--- config.mk ---
export PLATFORM = sky130hd
export DESIGN_NAME = atg_static_wr_top
export DESIGN_NICKNAME = d
export VERILOG_FILES = /design/src/atg_pkg.sv /design/src/atg_cfg_if.sv /design/src/atg_aw_gen.sv /design/src/atg_ctrl_regs.sv /design/src/atg_static_wr_top.sv /design/src/atg_w_gen.sv
export VERILOG_INCLUDE_DIRS = /design/src /design/src/include
export SDC_FILE = /design/constraint.sdc
export NUM_CORES = 1
export LEC_CHECK = 0
export ABC_AREA = 0
export BUFFER_PORTS_ARGS = -buffer_cell sky130_fd_sc_hd__buf_2
export CORE_MARGIN = 10
export CORE_UTILIZATION = 60
export CTS_CLUSTER_SIZE = 10
export DETAILED_ROUTE_END_ITERATION = 6
export PLACE_DENSITY_LB_ADDON = 0.3
export SETUP_SLACK_MARGIN = 0.3
export SLEW_MARGIN = 30
export SYNTH_ARGS = -nofsm -noshare
export SYNTH_HDL_FRONTEND = slang
export SYNTH_SLANG_ARGS = --single-unit
export TNS_END_PERCENT = 30
--- constraint.sdc ---
create_clock -name Clk -period 7.54 [get_ports Clk]
set_input_delay 0.754 -clock Clk [delete_from_list [all_inputs] [get_ports Clk]]
set_output_delay 0.754 -clock Clk [all_outputs]
set_load 0.02 [all_outputs]
--- src/include/atg_params.svh ---
`ifndef ATG_PARAMS_SVH
`define ATG_PARAMS_SVH

// Address window of the write traffic
`define ATG_WR_ADDRESS      32'h0000_0000
`define ATG_WR_HIGH_ADDRESS 32'h0000_17FF

// Bursts allowed in flight before a response must return, at most 7
`define ATG_WR_PIPELINE     4

// Minimum cycles from one address launch to the next
`define ATG_TRANGAP         32'd3

// Burst length in beats after reset
`define ATG_DEFAULT_LENGTH  8'd16

// A burst never crosses one of these
`define ATG_PAGE_BYTES      32'd4096

// Four bytes per beat on the 32 bit data bus
`define ATG_BEAT_SHIFT      2

`endif

--- src/atg_pkg.sv ---
package atg_pkg;

  // Byte address on the AW channel
  typedef logic [31:0] addr_t;

  // One beat of write data
  typedef logic [31:0] data_t;

  // AXI length field, beats minus one
  typedef logic [7:0] len_t;

  // Completed burst count
  typedef logic [31:0] cnt_t;

  // Bursts outstanding or waiting for data
  typedef logic [2:0] pipe_t;

endpackage

--- src/atg_cfg_if.sv ---
`timescale 1ns/1ps

interface atg_cfg_if;

  // Run control from the register block
  logic             start;
  logic             enabled;
  logic             stop;
  atg_pkg::len_t    burst_len;

  // Address side status
  logic             launch;
  logic             aw_idle;

  // Data side status
  logic             w_idle;
  logic             burst_written;

  modport ctrl (
    output start,
    output enabled,
    output stop,
    output burst_len,
    input  aw_idle,
    input  w_idle,
    input  burst_written
  );

  modport aw (
    input  start,
    input  enabled,
    input  burst_len,
    output launch,
    output aw_idle
  );

  // Data side only needs to know when a burst was put on AW
  modport w (
    input  launch,
    input  burst_len,
    output w_idle,
    output burst_written
  );

endinterface

--- src/atg_aw_gen.sv ---
`timescale 1ns/1ps
`include "atg_params.svh"

module atg_aw_gen (
  input  logic                Clk,
  input  logic                rst_l,
  atg_cfg_if.aw               cfg,
  input  logic                awready_m,
  input  logic                bvalid_m,
  output atg_pkg::addr_t      awaddr_m,
  output atg_pkg::len_t       awlen_m,
  output logic                awvalid_m,
  output logic                bready_m
);

  // One past the last usable byte in 33 bits so it cannot wrap
  localparam logic [32:0] high_end = {1'b0, `ATG_WR_HIGH_ADDRESS} + 33'd1;

  logic           aw_xfer;
  logic           b_xfer;
  logic           gap_done;
  logic           room;
  logic           issue;
  logic [31:0]    gap_cnt;
  atg_pkg::pipe_t outstanding;
  atg_pkg::addr_t page_limit;
  atg_pkg::addr_t step;
  atg_pkg::addr_t cand;
  logic [32:0]    cand_end;

  assign aw_xfer = awvalid_m & awready_m;
  assign b_xfer  = bvalid_m & bready_m;

  assign gap_done = (gap_cnt == `ATG_TRANGAP);

  // The address accepted this cycle is not in outstanding yet
  assign room = ({1'b0, outstanding} + {3'b000, aw_xfer}) < 4'(`ATG_WR_PIPELINE);

  // New address only once the bus slot is free
  assign issue = cfg.start |
                 (cfg.enabled & gap_done & room & (~awvalid_m | aw_xfer));

  // Bytes covered by one burst
  assign step     = (atg_pkg::addr_t'(cfg.burst_len) + 32'd1) << `ATG_BEAT_SHIFT;
  assign cand     = awaddr_m + step;
  assign cand_end = {1'b0, cand} + {1'b0, step};

  always_ff @(posedge Clk) begin
    if (!rst_l) begin
      awvalid_m <= 1'b0;
    end else if (issue) begin
      awvalid_m <= 1'b1;
    end else if (aw_xfer) begin
      awvalid_m <= 1'b0;
    end
  end

  // Address stepping with high and page wrap
  always_ff @(posedge Clk) begin
    if (cfg.start) begin
      awaddr_m   <= `ATG_WR_ADDRESS;
      page_limit <= `ATG_WR_ADDRESS + `ATG_PAGE_BYTES;
      awlen_m    <= cfg.burst_len;
    end else if (issue) begin
      awlen_m <= cfg.burst_len;
      if (cand_end > high_end) begin
        awaddr_m   <= `ATG_WR_ADDRESS;
        page_limit <= `ATG_WR_ADDRESS + `ATG_PAGE_BYTES;
      end else if (cand_end > {1'b0, page_limit}) begin
        awaddr_m   <= page_limit;
        page_limit <= page_limit + `ATG_PAGE_BYTES;
      end else begin
        awaddr_m <= cand;
      end
    end
  end

  // Pulses in the first cycle a new address is on the bus
  always_ff @(posedge Clk) begin
    if (!rst_l) begin
      cfg.launch <= 1'b0;
    end else begin
      cfg.launch <= issue;
    end
  end

  // Launch spacing counter saturates at the gap value
  always_ff @(posedge Clk) begin
    if (!rst_l) begin
      gap_cnt <= `ATG_TRANGAP;
    end else if (issue) begin
      gap_cnt <= '0;
    end else if (!gap_done) begin
      gap_cnt <= gap_cnt + 32'd1;
    end
  end

  // Accepted addresses still waiting for a response
  always_ff @(posedge Clk) begin
    if (!rst_l) begin
      outstanding <= '0;
    end else begin
      case ({aw_xfer, b_xfer})
        2'b10:   outstanding <= outstanding + 3'd1;
        2'b01:   outstanding <= outstanding - 3'd1;
        default: outstanding <= outstanding;
      endcase
    end
  end

  // Responses are always taken from the first address on
  always_ff @(posedge Clk) begin
    if (!rst_l) begin
      bready_m <= 1'b0;
    end else if (issue) begin
      bready_m <= 1'b1;
    end
  end

  assign cfg.aw_idle = ~awvalid_m & (outstanding == '0);

endmodule

--- src/atg_ctrl_regs.sv ---
`timescale 1ns/1ps
`include "atg_params.svh"

module atg_ctrl_regs (
  input  logic                Clk,
  input  logic                rst_l,
  input  logic                reg1_st_enable,
  input  logic                reset_reg1_done,
  input  atg_pkg::len_t       reg2_length,
  input  logic                reg2_length_req,
  atg_cfg_if.ctrl             cfg,
  output logic                reg1_done,
  output atg_pkg::cnt_t       reg4_wrcnt
);

  logic en_q1;
  logic en_q2;
  logic en_rise;
  logic en_fall;

  // Two stage sync of the enable level
  always_ff @(posedge Clk) begin
    if (!rst_l) begin
      en_q1 <= 1'b0;
      en_q2 <= 1'b0;
    end else begin
      en_q1 <= reg1_st_enable;
      en_q2 <= en_q1;
    end
  end

  assign en_rise = en_q1 & ~en_q2;
  assign en_fall = ~en_q1 & en_q2;

  assign cfg.enabled = en_q2;

  // Start is registered so it lines up with the enabled level
  always_ff @(posedge Clk) begin
    if (!rst_l) begin
      cfg.start <= 1'b0;
    end else begin
      cfg.start <= en_rise;
    end
  end

  // Stop level, held until the next run or a done clear
  always_ff @(posedge Clk) begin
    if (!rst_l) begin
      cfg.stop <= 1'b0;
    end else if (cfg.start || reset_reg1_done) begin
      cfg.stop <= 1'b0;
    end else if (en_fall) begin
      cfg.stop <= 1'b1;
    end
  end

  // Length register, value is beats minus one
  always_ff @(posedge Clk) begin
    if (!rst_l) begin
      cfg.burst_len <= `ATG_DEFAULT_LENGTH - 8'd1;
    end else if (reg2_length_req) begin
      cfg.burst_len <= reg2_length;
    end
  end

  // Done once stopped and both channels have drained
  always_ff @(posedge Clk) begin
    if (!rst_l) begin
      reg1_done <= 1'b0;
    end else if (cfg.start || reset_reg1_done) begin
      reg1_done <= 1'b0;
    end else if (cfg.stop && cfg.aw_idle && cfg.w_idle) begin
      reg1_done <= 1'b1;
    end
  end

  // Bursts whose last beat went out in this run
  always_ff @(posedge Clk) begin
    if (!rst_l) begin
      reg4_wrcnt <= '0;
    end else if (cfg.start) begin
      reg4_wrcnt <= '0;
    end else if (cfg.burst_written) begin
      reg4_wrcnt <= reg4_wrcnt + 32'd1;
    end
  end

endmodule

--- src/atg_static_wr_top.sv ---
`timescale 1ns/1ps

module atg_static_wr_top (
  input  logic                Clk,
  input  logic                rst_l,

  // Control and status registers
  input  logic                reg1_st_enable,
  input  logic                reset_reg1_done,
  input  atg_pkg::len_t       reg2_length,
  input  logic                reg2_length_req,
  output logic                reg1_done,
  output atg_pkg::cnt_t       reg4_wrcnt,

  // AXI write address channel
  output atg_pkg::addr_t      awaddr_m,
  output atg_pkg::len_t       awlen_m,
  output logic                awvalid_m,
  input  logic                awready_m,

  // AXI write data channel
  output atg_pkg::data_t      wdata_m,
  output logic                wvalid_m,
  output logic                wlast_m,
  input  logic                wready_m,

  // AXI write response channel
  input  logic                bvalid_m,
  output logic                bready_m
);

  atg_cfg_if cfg ();

  atg_ctrl_regs i_atg_ctrl_regs (
    .Clk             (Clk),
    .rst_l           (rst_l),
    .reg1_st_enable  (reg1_st_enable),
    .reset_reg1_done (reset_reg1_done),
    .reg2_length     (reg2_length),
    .reg2_length_req (reg2_length_req),
    .cfg             (cfg.ctrl),
    .reg1_done       (reg1_done),
    .reg4_wrcnt      (reg4_wrcnt)
  );

  atg_aw_gen i_atg_aw_gen (
    .Clk       (Clk),
    .rst_l     (rst_l),
    .cfg       (cfg.aw),
    .awready_m (awready_m),
    .bvalid_m  (bvalid_m),
    .awaddr_m  (awaddr_m),
    .awlen_m   (awlen_m),
    .awvalid_m (awvalid_m),
    .bready_m  (bready_m)
  );

  atg_w_gen i_atg_w_gen (
    .Clk      (Clk),
    .rst_l    (rst_l),
    .cfg      (cfg.w),
    .wready_m (wready_m),
    .wdata_m  (wdata_m),
    .wvalid_m (wvalid_m),
    .wlast_m  (wlast_m)
  );

endmodule

--- src/atg_w_gen.sv ---
`timescale 1ns/1ps

module atg_w_gen (
  input  logic                Clk,
  input  logic                rst_l,
  atg_cfg_if.w                cfg,
  input  logic                wready_m,
  output atg_pkg::data_t      wdata_m,
  output logic                wvalid_m,
  output logic                wlast_m
);

  // Beat data, indexed by beat number modulo 16
  localparam atg_pkg::data_t test_pattern [16] = '{
    32'h12A0_A51F, 32'hCAFE_5AFE, 32'hC001_A51F, 32'hC001_CA5E,
    32'hC001_12AF, 32'h5AFE_5AFE, 32'hA51F_A51F, 32'h5AFE_CAFE,
    32'h12A0_12A0, 32'hCAFE_C001, 32'hA51F_12A0, 32'hC001_CAFE,
    32'hCAA1_A51F, 32'hCAFE_A51F, 32'hCAA1_12A0, 32'hC001_5AFE
  };

  logic           w_xfer;
  logic           burst_start;
  atg_pkg::pipe_t queued;
  atg_pkg::len_t  beat_cnt;
  atg_pkg::len_t  next_beat;

  assign w_xfer            = wvalid_m & wready_m;
  assign cfg.burst_written = w_xfer & wlast_m;
  assign next_beat         = beat_cnt + 8'd1;

  // A gap cycle always follows the last beat, so wvalid low means free
  assign burst_start = ~wvalid_m & (queued != '0);

  // Bursts launched on AW whose data is not yet complete
  always_ff @(posedge Clk) begin
    if (!rst_l) begin
      queued <= '0;
    end else begin
      case ({cfg.launch, cfg.burst_written})
        2'b10:   queued <= queued + 3'd1;
        2'b01:   queued <= queued - 3'd1;
        default: queued <= queued;
      endcase
    end
  end

  always_ff @(posedge Clk) begin
    if (!rst_l) begin
      wvalid_m <= 1'b0;
      wlast_m  <= 1'b0;
      beat_cnt <= '0;
    end else if (cfg.burst_written) begin
      wvalid_m <= 1'b0;
      wlast_m  <= 1'b0;
      beat_cnt <= '0;
    end else if (burst_start) begin
      wvalid_m <= 1'b1;
      wlast_m  <= (cfg.burst_len == '0);
      beat_cnt <= '0;
    end else if (w_xfer) begin
      beat_cnt <= next_beat;
      wlast_m  <= (next_beat == cfg.burst_len);
    end
  end

  always_ff @(posedge Clk) begin
    if (burst_start) begin
      wdata_m <= test_pattern[0];
    end else if (w_xfer && !wlast_m) begin
      wdata_m <= test_pattern[next_beat[3:0]];
    end
  end

  assign cfg.w_idle = ~wvalid_m & (queued == '0);

endmodule

* Word-level counts from Yosys, hierarchy flattened
Memory sizes are Yosys's and may differ from the RTL's. A register that Yosys moved wholly into a read port is not among the register bits. Cells that the tools add are included.
Storage, ports and cells: register bits after elaboration 168, ROM bits 512, input bits 16, output and inout port bits 109, word-level logic and storage cells 98, memories 1
Memory list:
- (no name shown) | depth 16, width 32, read ports 1, clocked after memory_dff 1, wr ports 0, line atg_w_gen.sv:70 | wdata_m <= test_pattern[next_beat[3:0]];
Operators by class: add/subtract/negate cells 12, magnitude comparators 3, equal/unequal tests 7, multiplexer cells 14, bitwise operators 20, reduce and logical (&&, ||, !) cells 21
Operators with widths (count):
- $mux 32 | 4
- $add 32x1->32 const B | 2
- $add 32x32->33 | 1
- $gt 33x13->1 const B | 1
- $gt 33x32->1 | 1
- $add 32x13->32 const B | 1
- $add 32x32->32 | 1
- $eq 32x2->1 const B | 1
- $mux 8 | 2
- $and 1x1->1 | 12
- $pmux 3 s2 | 2
- $reduce_bool 2->1 | 6
- $add 8x1->9 const B | 1
- $add 8x1->8 const B | 1
- $eq 8x8->1 | 1
- $logic_not 8->1 | 1
- $reduce_or 2->1 | 4
- $add 3x1->3 const B | 2
- $logic_not 3->1 | 2
- $sub 3x1->3 const B | 2
- $not 1->1 | 5
- $not 4->5 | 1
- $add 3x1->4 | 1
- $eq 2x1->1 const B | 2
- other kinds (12) | 20

* Longest topological paths before layout
depth after elaboration 8, depth in mapped cells 35, depth with buffers taken out 30

* Hierarchy
Synthesis repeated with hierarchy kept, for this count alone.
Unflattened totals: cells, all modules 1387, area, all modules 11434.7 µm²
By module, submodules not included:
- atg_aw_gen | instances 1, cells an instance 900, area each 7203.2 µm², sequential area each 2021.9 µm²
- atg_w_gen | instances 1, cells an instance 269, area each 2207.1 µm², sequential area each 640.6 µm²
- atg_ctrl_regs | instances 1, cells an instance 218, area each 2024.4 µm², sequential area each 900.9 µm²

* Worst setup path before layout
OpenSTA, ideal clock, no wires.
path kind reg-to-reg, from register i_atg_ctrl_regs.cfg.burst_len[0], to register i_atg_aw_gen.page_limit[23], data arrival time 6.768 ns, required time 7.470 ns, slack 0.702 ns, cell stages (with the launch flop) 34, period minus slack after synthesis 6.838 ns, cell sequence dfxtp_1 > ha_1 > nand3_1 > xnor2_1 > ha_1 > and2_4 > a221o_1 > nor2_1 > o21ai_0 > xor2_1 > ha_1 > inv_1 > a221oi_1 > o22a_1 > nand4_4 > or4_4 > buf_6 > nor4_1 > xnor2_1 > ha_1 > nand4_1 > nor2_1 > o21ai_0 > a21oi_1 > a2111oi_0 > o211ai_1 > a31oi_1 > a31oi_1 > a21oi_1 > buf_2 > a41oi_1 > clkbuf_1 > a31o_2 > a21oi_1
On the way: cells in the longest elaborated chain, start to end 6
Ends and longest elaborated chain:
- start: declaration | line atg_cfg_if.sv:23 | output burst_len,
- start signal: assignment | line atg_ctrl_regs.sv:60 | cfg.burst_len <= `ATG_DEFAULT_LENGTH - 8'd1;
- start signal: assignment | line atg_ctrl_regs.sv:62 | cfg.burst_len <= reg2_length;
- $add 8x1->9 (*) | line atg_aw_gen.sv:44 | assign step = (atg_pkg::addr_t'(cfg.burst_len) + 32'd1) << `ATG_BEAT_SHIFT;
- $add 32x32->32 | line atg_aw_gen.sv:45 | assign cand = awaddr_m + step;
- $add 32x32->33 (*) | line atg_aw_gen.sv:46 | assign cand_end = {1'b0, cand} + {1'b0, step};
- $gt 33x32->1 / $gt 33x13->1 (equally long branches) | line atg_aw_gen.sv:69, atg_aw_gen.sv:66
- $reduce_bool 2->1 (no line)
- $reduce_and 2->1 (no line)
- end signal: assignment | line atg_aw_gen.sv:62 | page_limit <= `ATG_WR_ADDRESS + `ATG_PAGE_BYTES;
- end signal: assignment | line atg_aw_gen.sv:68 | page_limit <= `ATG_WR_ADDRESS + `ATG_PAGE_BYTES;
- end signal: assignment | line atg_aw_gen.sv:71 | page_limit <= page_limit + `ATG_PAGE_BYTES;
- end: declaration | line atg_aw_gen.sv:26 | atg_pkg::addr_t page_limit;
Every way passes the cells marked *; elsewhere a longest branch is shown, timed or not. A chain may end at the register's enable or synchronous reset.

* Worst setup path in the final report
from register i_atg_ctrl_regs.cfg.burst_len[1], to register i_atg_aw_gen.page_limit[29]
The elaborated chain is that of the path after synthesis.

==> results.tsv <==
metric	value	unit
die_y	155.3	µm
instances_no_fill	1685	
io_buffers	124	
hold_viol	0	
antenna_found_initial	3	
start_util	0.6111	
fmax	0.1432	GHz
hold_path_end	i_atg_w_gen.wdata_m[12]	
vias	10270	
drcViolationCount	0	
cts_tree	done	
start_kind	register	
finClkSkew	0.01389	ns
root_buffer	clkbuf_16	
die_w	155.3	µm
leakage	0.005088	µW
grt_overflow	0	
setup_viol	0	
yosysWarnings	0	
internal_power	2048	µW
syn_nets	1424	
timing.hold.ws	0.4499	ns
fin_util	0.6958	
synthToLayoutAreaGrowth	13.85	%
pwr-share-comb	0.416	
fillerInstances	1464	
cp.arrival	7.34	ns
ant_nets	0	
synthDistinctLibCells	82	
seq_power_share	0.323	
mostFrequentLayoutCells	dfxtp_1 (164), nand2_1 (138), nor2_1 (136), buf_2 (124), a21oi_1 (76)	
dr_wl_met2	14460	µm
hp-start	i_atg_w_gen.wdata_m[12]	
core_area	17960	µm²
slew_viol_final	0	
clock_path_buffers	2	
worstSetupPathType	reg -> reg	
p_clk_frac	0.261	
swShare	0.4165	
async_flop_share	0	
placementRows	49	
io_pins	125	
slew-limit-headroom	0.3545	
topRoutingLayerUsed	met5	
dieArea	24110	µm²
crit_fanout	13	
drtIter0Drc	824	
worst_skew_pair.late_latency	0.45	ns
fin_crit_sh	0.9260	
cpMaxStageDelayCell	or4_4	
net-switching-power	1462	µW
syn_area_per_cell	8.138	µm²
final_nets	1516	
cts_max_level	4	
reg2reg_from	i_atg_ctrl_regs.cfg.burst_len[1]	
dr.pass1.iters	6	
vias_per_cell	6.095	
met1_length	12560	µm
drive_gt1_frac	0.1706	
total_power	3510	µW
gp_congestion	0.9739	
postSynthCellCount	1349	
synthFlopType	dfxtp_1	
hold_buffers	0	
worst_ep_required_time	7.89	ns
grt_pass1_vias	9537	
slowest_delay	0.59	ns
met3_length	2577	µm
powerDensity	280.8	nW/µm²
synth_edf_count	8	
synth.ff_latch_count	174	
wl	30480	µm
grt_max_degree	37	
multi_input_comb_area	7030	µm²
end_kind	register	
final_common_cell	dfxtp_1	
rsz0062_at_grt	false	
avgRoutedWirePerCell	18.09	µm
grt_pass1_wl	48220	µm
ys_seq_area_frac	0.3246	
ir_drop	0.2445	mV
clkSinkCount	174	
r2r_slack	0.56	ns
reg2reg_to	i_atg_aw_gen.page_limit[29]	
track_usage	0.2389	
outcome	complete, no violations	
dp_hpwl	22020	µm
cts-buffers-inserted	17	
worst_pin_slew	0.9647	ns
netlist_area	10980	µm²
cap_violations	0	
reg2regPathDepth	31	
seqCellArea	3566	µm²
place_inst	1635	
layout_min_cycle_time	6.982	ns
whs_path_depth	2	
fin_setup_tns	0	ns
hp-class	reg -> reg	
clk_pin_slew_worst_paths	0.07	ns
-- layout make-up --
type | instances | area share
Tap cell | 229 | 0.02293
Sequential cell | 174 | 0.2853
Clock inverter | 15 | 0.01502
Inverter | 53 | 0.01592
Antenna cell | 2 | 0.0004004
Timing Repair Buffer | 146 | 0.06387
Clock buffer | 17 | 0.03404
Multi-Input combinational cell | 1049 | 0.5625
-- sequential cells by signal (all words and copies together) (netlist names), 3 cells and up --
register	cells
i_atg_ctrl_regs.reg4_wrcnt	32
i_atg_w_gen.queued	3
i_atg_w_gen.wdata_m	19
i_atg_aw_gen.awlen_m	8
i_atg_aw_gen.page_limit	20
i_atg_ctrl_regs.cfg.burst_len	8
i_atg_aw_gen.awaddr_m	31
i_atg_aw_gen.gap_cnt	32
i_atg_aw_gen.outstanding	3
i_atg_w_gen.beat_cnt	8
-- worst max-delay path by stage --
stage / start / to
3_3_place_gp: i_atg_ctrl_regs.cfg.burst_len[1] / i_atg_aw_gen.page_limit[21]
3_5_place_dp: i_atg_ctrl_regs.cfg.burst_len[1] / i_atg_aw_gen.page_limit[21]
6_report: i_atg_ctrl_regs.cfg.burst_len[1] / i_atg_aw_gen.page_limit[29]
4_1_cts: i_atg_ctrl_regs.cfg.burst_len[1] / i_atg_aw_gen.awaddr_m[16]
5_1_grt: i_atg_ctrl_regs.cfg.burst_len[1] / i_atg_aw_gen.page_limit[28]
2_1_floorplan: i_atg_ctrl_regs.cfg.burst_len[0] / i_atg_aw_gen.page_limit[23]
-- routing by layer --
metal,track usage,vias up
met3,0.06534,75
met1,0.2913,4820
li1,-,4964
met2,0.3946,409
met5,0,-
met4,0.08734,2
-- stage by stage --
step,cell area (µm²),setup slack [ns]
6_report,12500,0.5583
5_1_grt,12500,0.1218
3_5_place_dp,11570,-0.02592
3_3_place_gp,11560,0.2938
2_1_floorplan,10980,0.7015
4_1_cts,12220,0.3160
-- worst max-delay path: cells and delay by family (launching register included) --
kind	cells	cell delay, ns
compound gates	12	2.26
xor+xnor	3	0.52
fa+ha+maj	4	1.26
buf+inv	2	0.25
flops	1	0.39
simple gates	10	2.20
-- cell families (layout without fill, tap and decap cells) --
group           Yosys count  in the layout  share of synthesized area
mux                      24             24                    0.02222
buf+inv                 127            231                    0.05345
other cells               0              2                          0
fa+ha+maj                59             59                    0.06998
xor+xnor                135            135                     0.1098
flops                   174            174                     0.3246
compound gates          285            285                     0.1672
simple gates            545            546                     0.2528
-- cells in the mapped netlist, types with 16 or more instances --
library cell,n,area share
nand3_1,57,0.026
o21ai_0,71,0.032
buf_4,21,0.014
dfxtp_1,166,0.30
nor2_1,140,0.048
inv_1,53,0.018
clkbuf_1,39,0.013
mux2i_1,21,0.019
or3_1,24,0.014
nand4_1,31,0.018
ha_1,55,0.063
nor3_1,28,0.013
xor2_1,69,0.055
o211ai_1,16,0.011
nand2_1,139,0.048
nor4_1,19,0.011
and3_1,28,0.016
xnor2_1,64,0.051
a21oi_1,79,0.036
-- repair_timing --
| action | in CTS | in global routing |
|---|---|---|
| gates cloned | 0 | 1 |
| hold endpoints to repair | 0 | 0 |
| setup buffers | 0 | 15 |
| gates resized for setup | 8 | 31 |
| endpoints found under the setup margin | 38 | 51 |
| pin swaps | 0 | 14 |
-- power by group through the flow --
stage	logic [µW]	clock network, µW	registers [µW]
global placement	1250	0	1150
floorplan	934	0	1210
global route	1580	957	1150
finish	1460	915	1130
detailed placement	1270	0	1150
CTS	1300	928	1130
(Power assumes the default switching activity.)
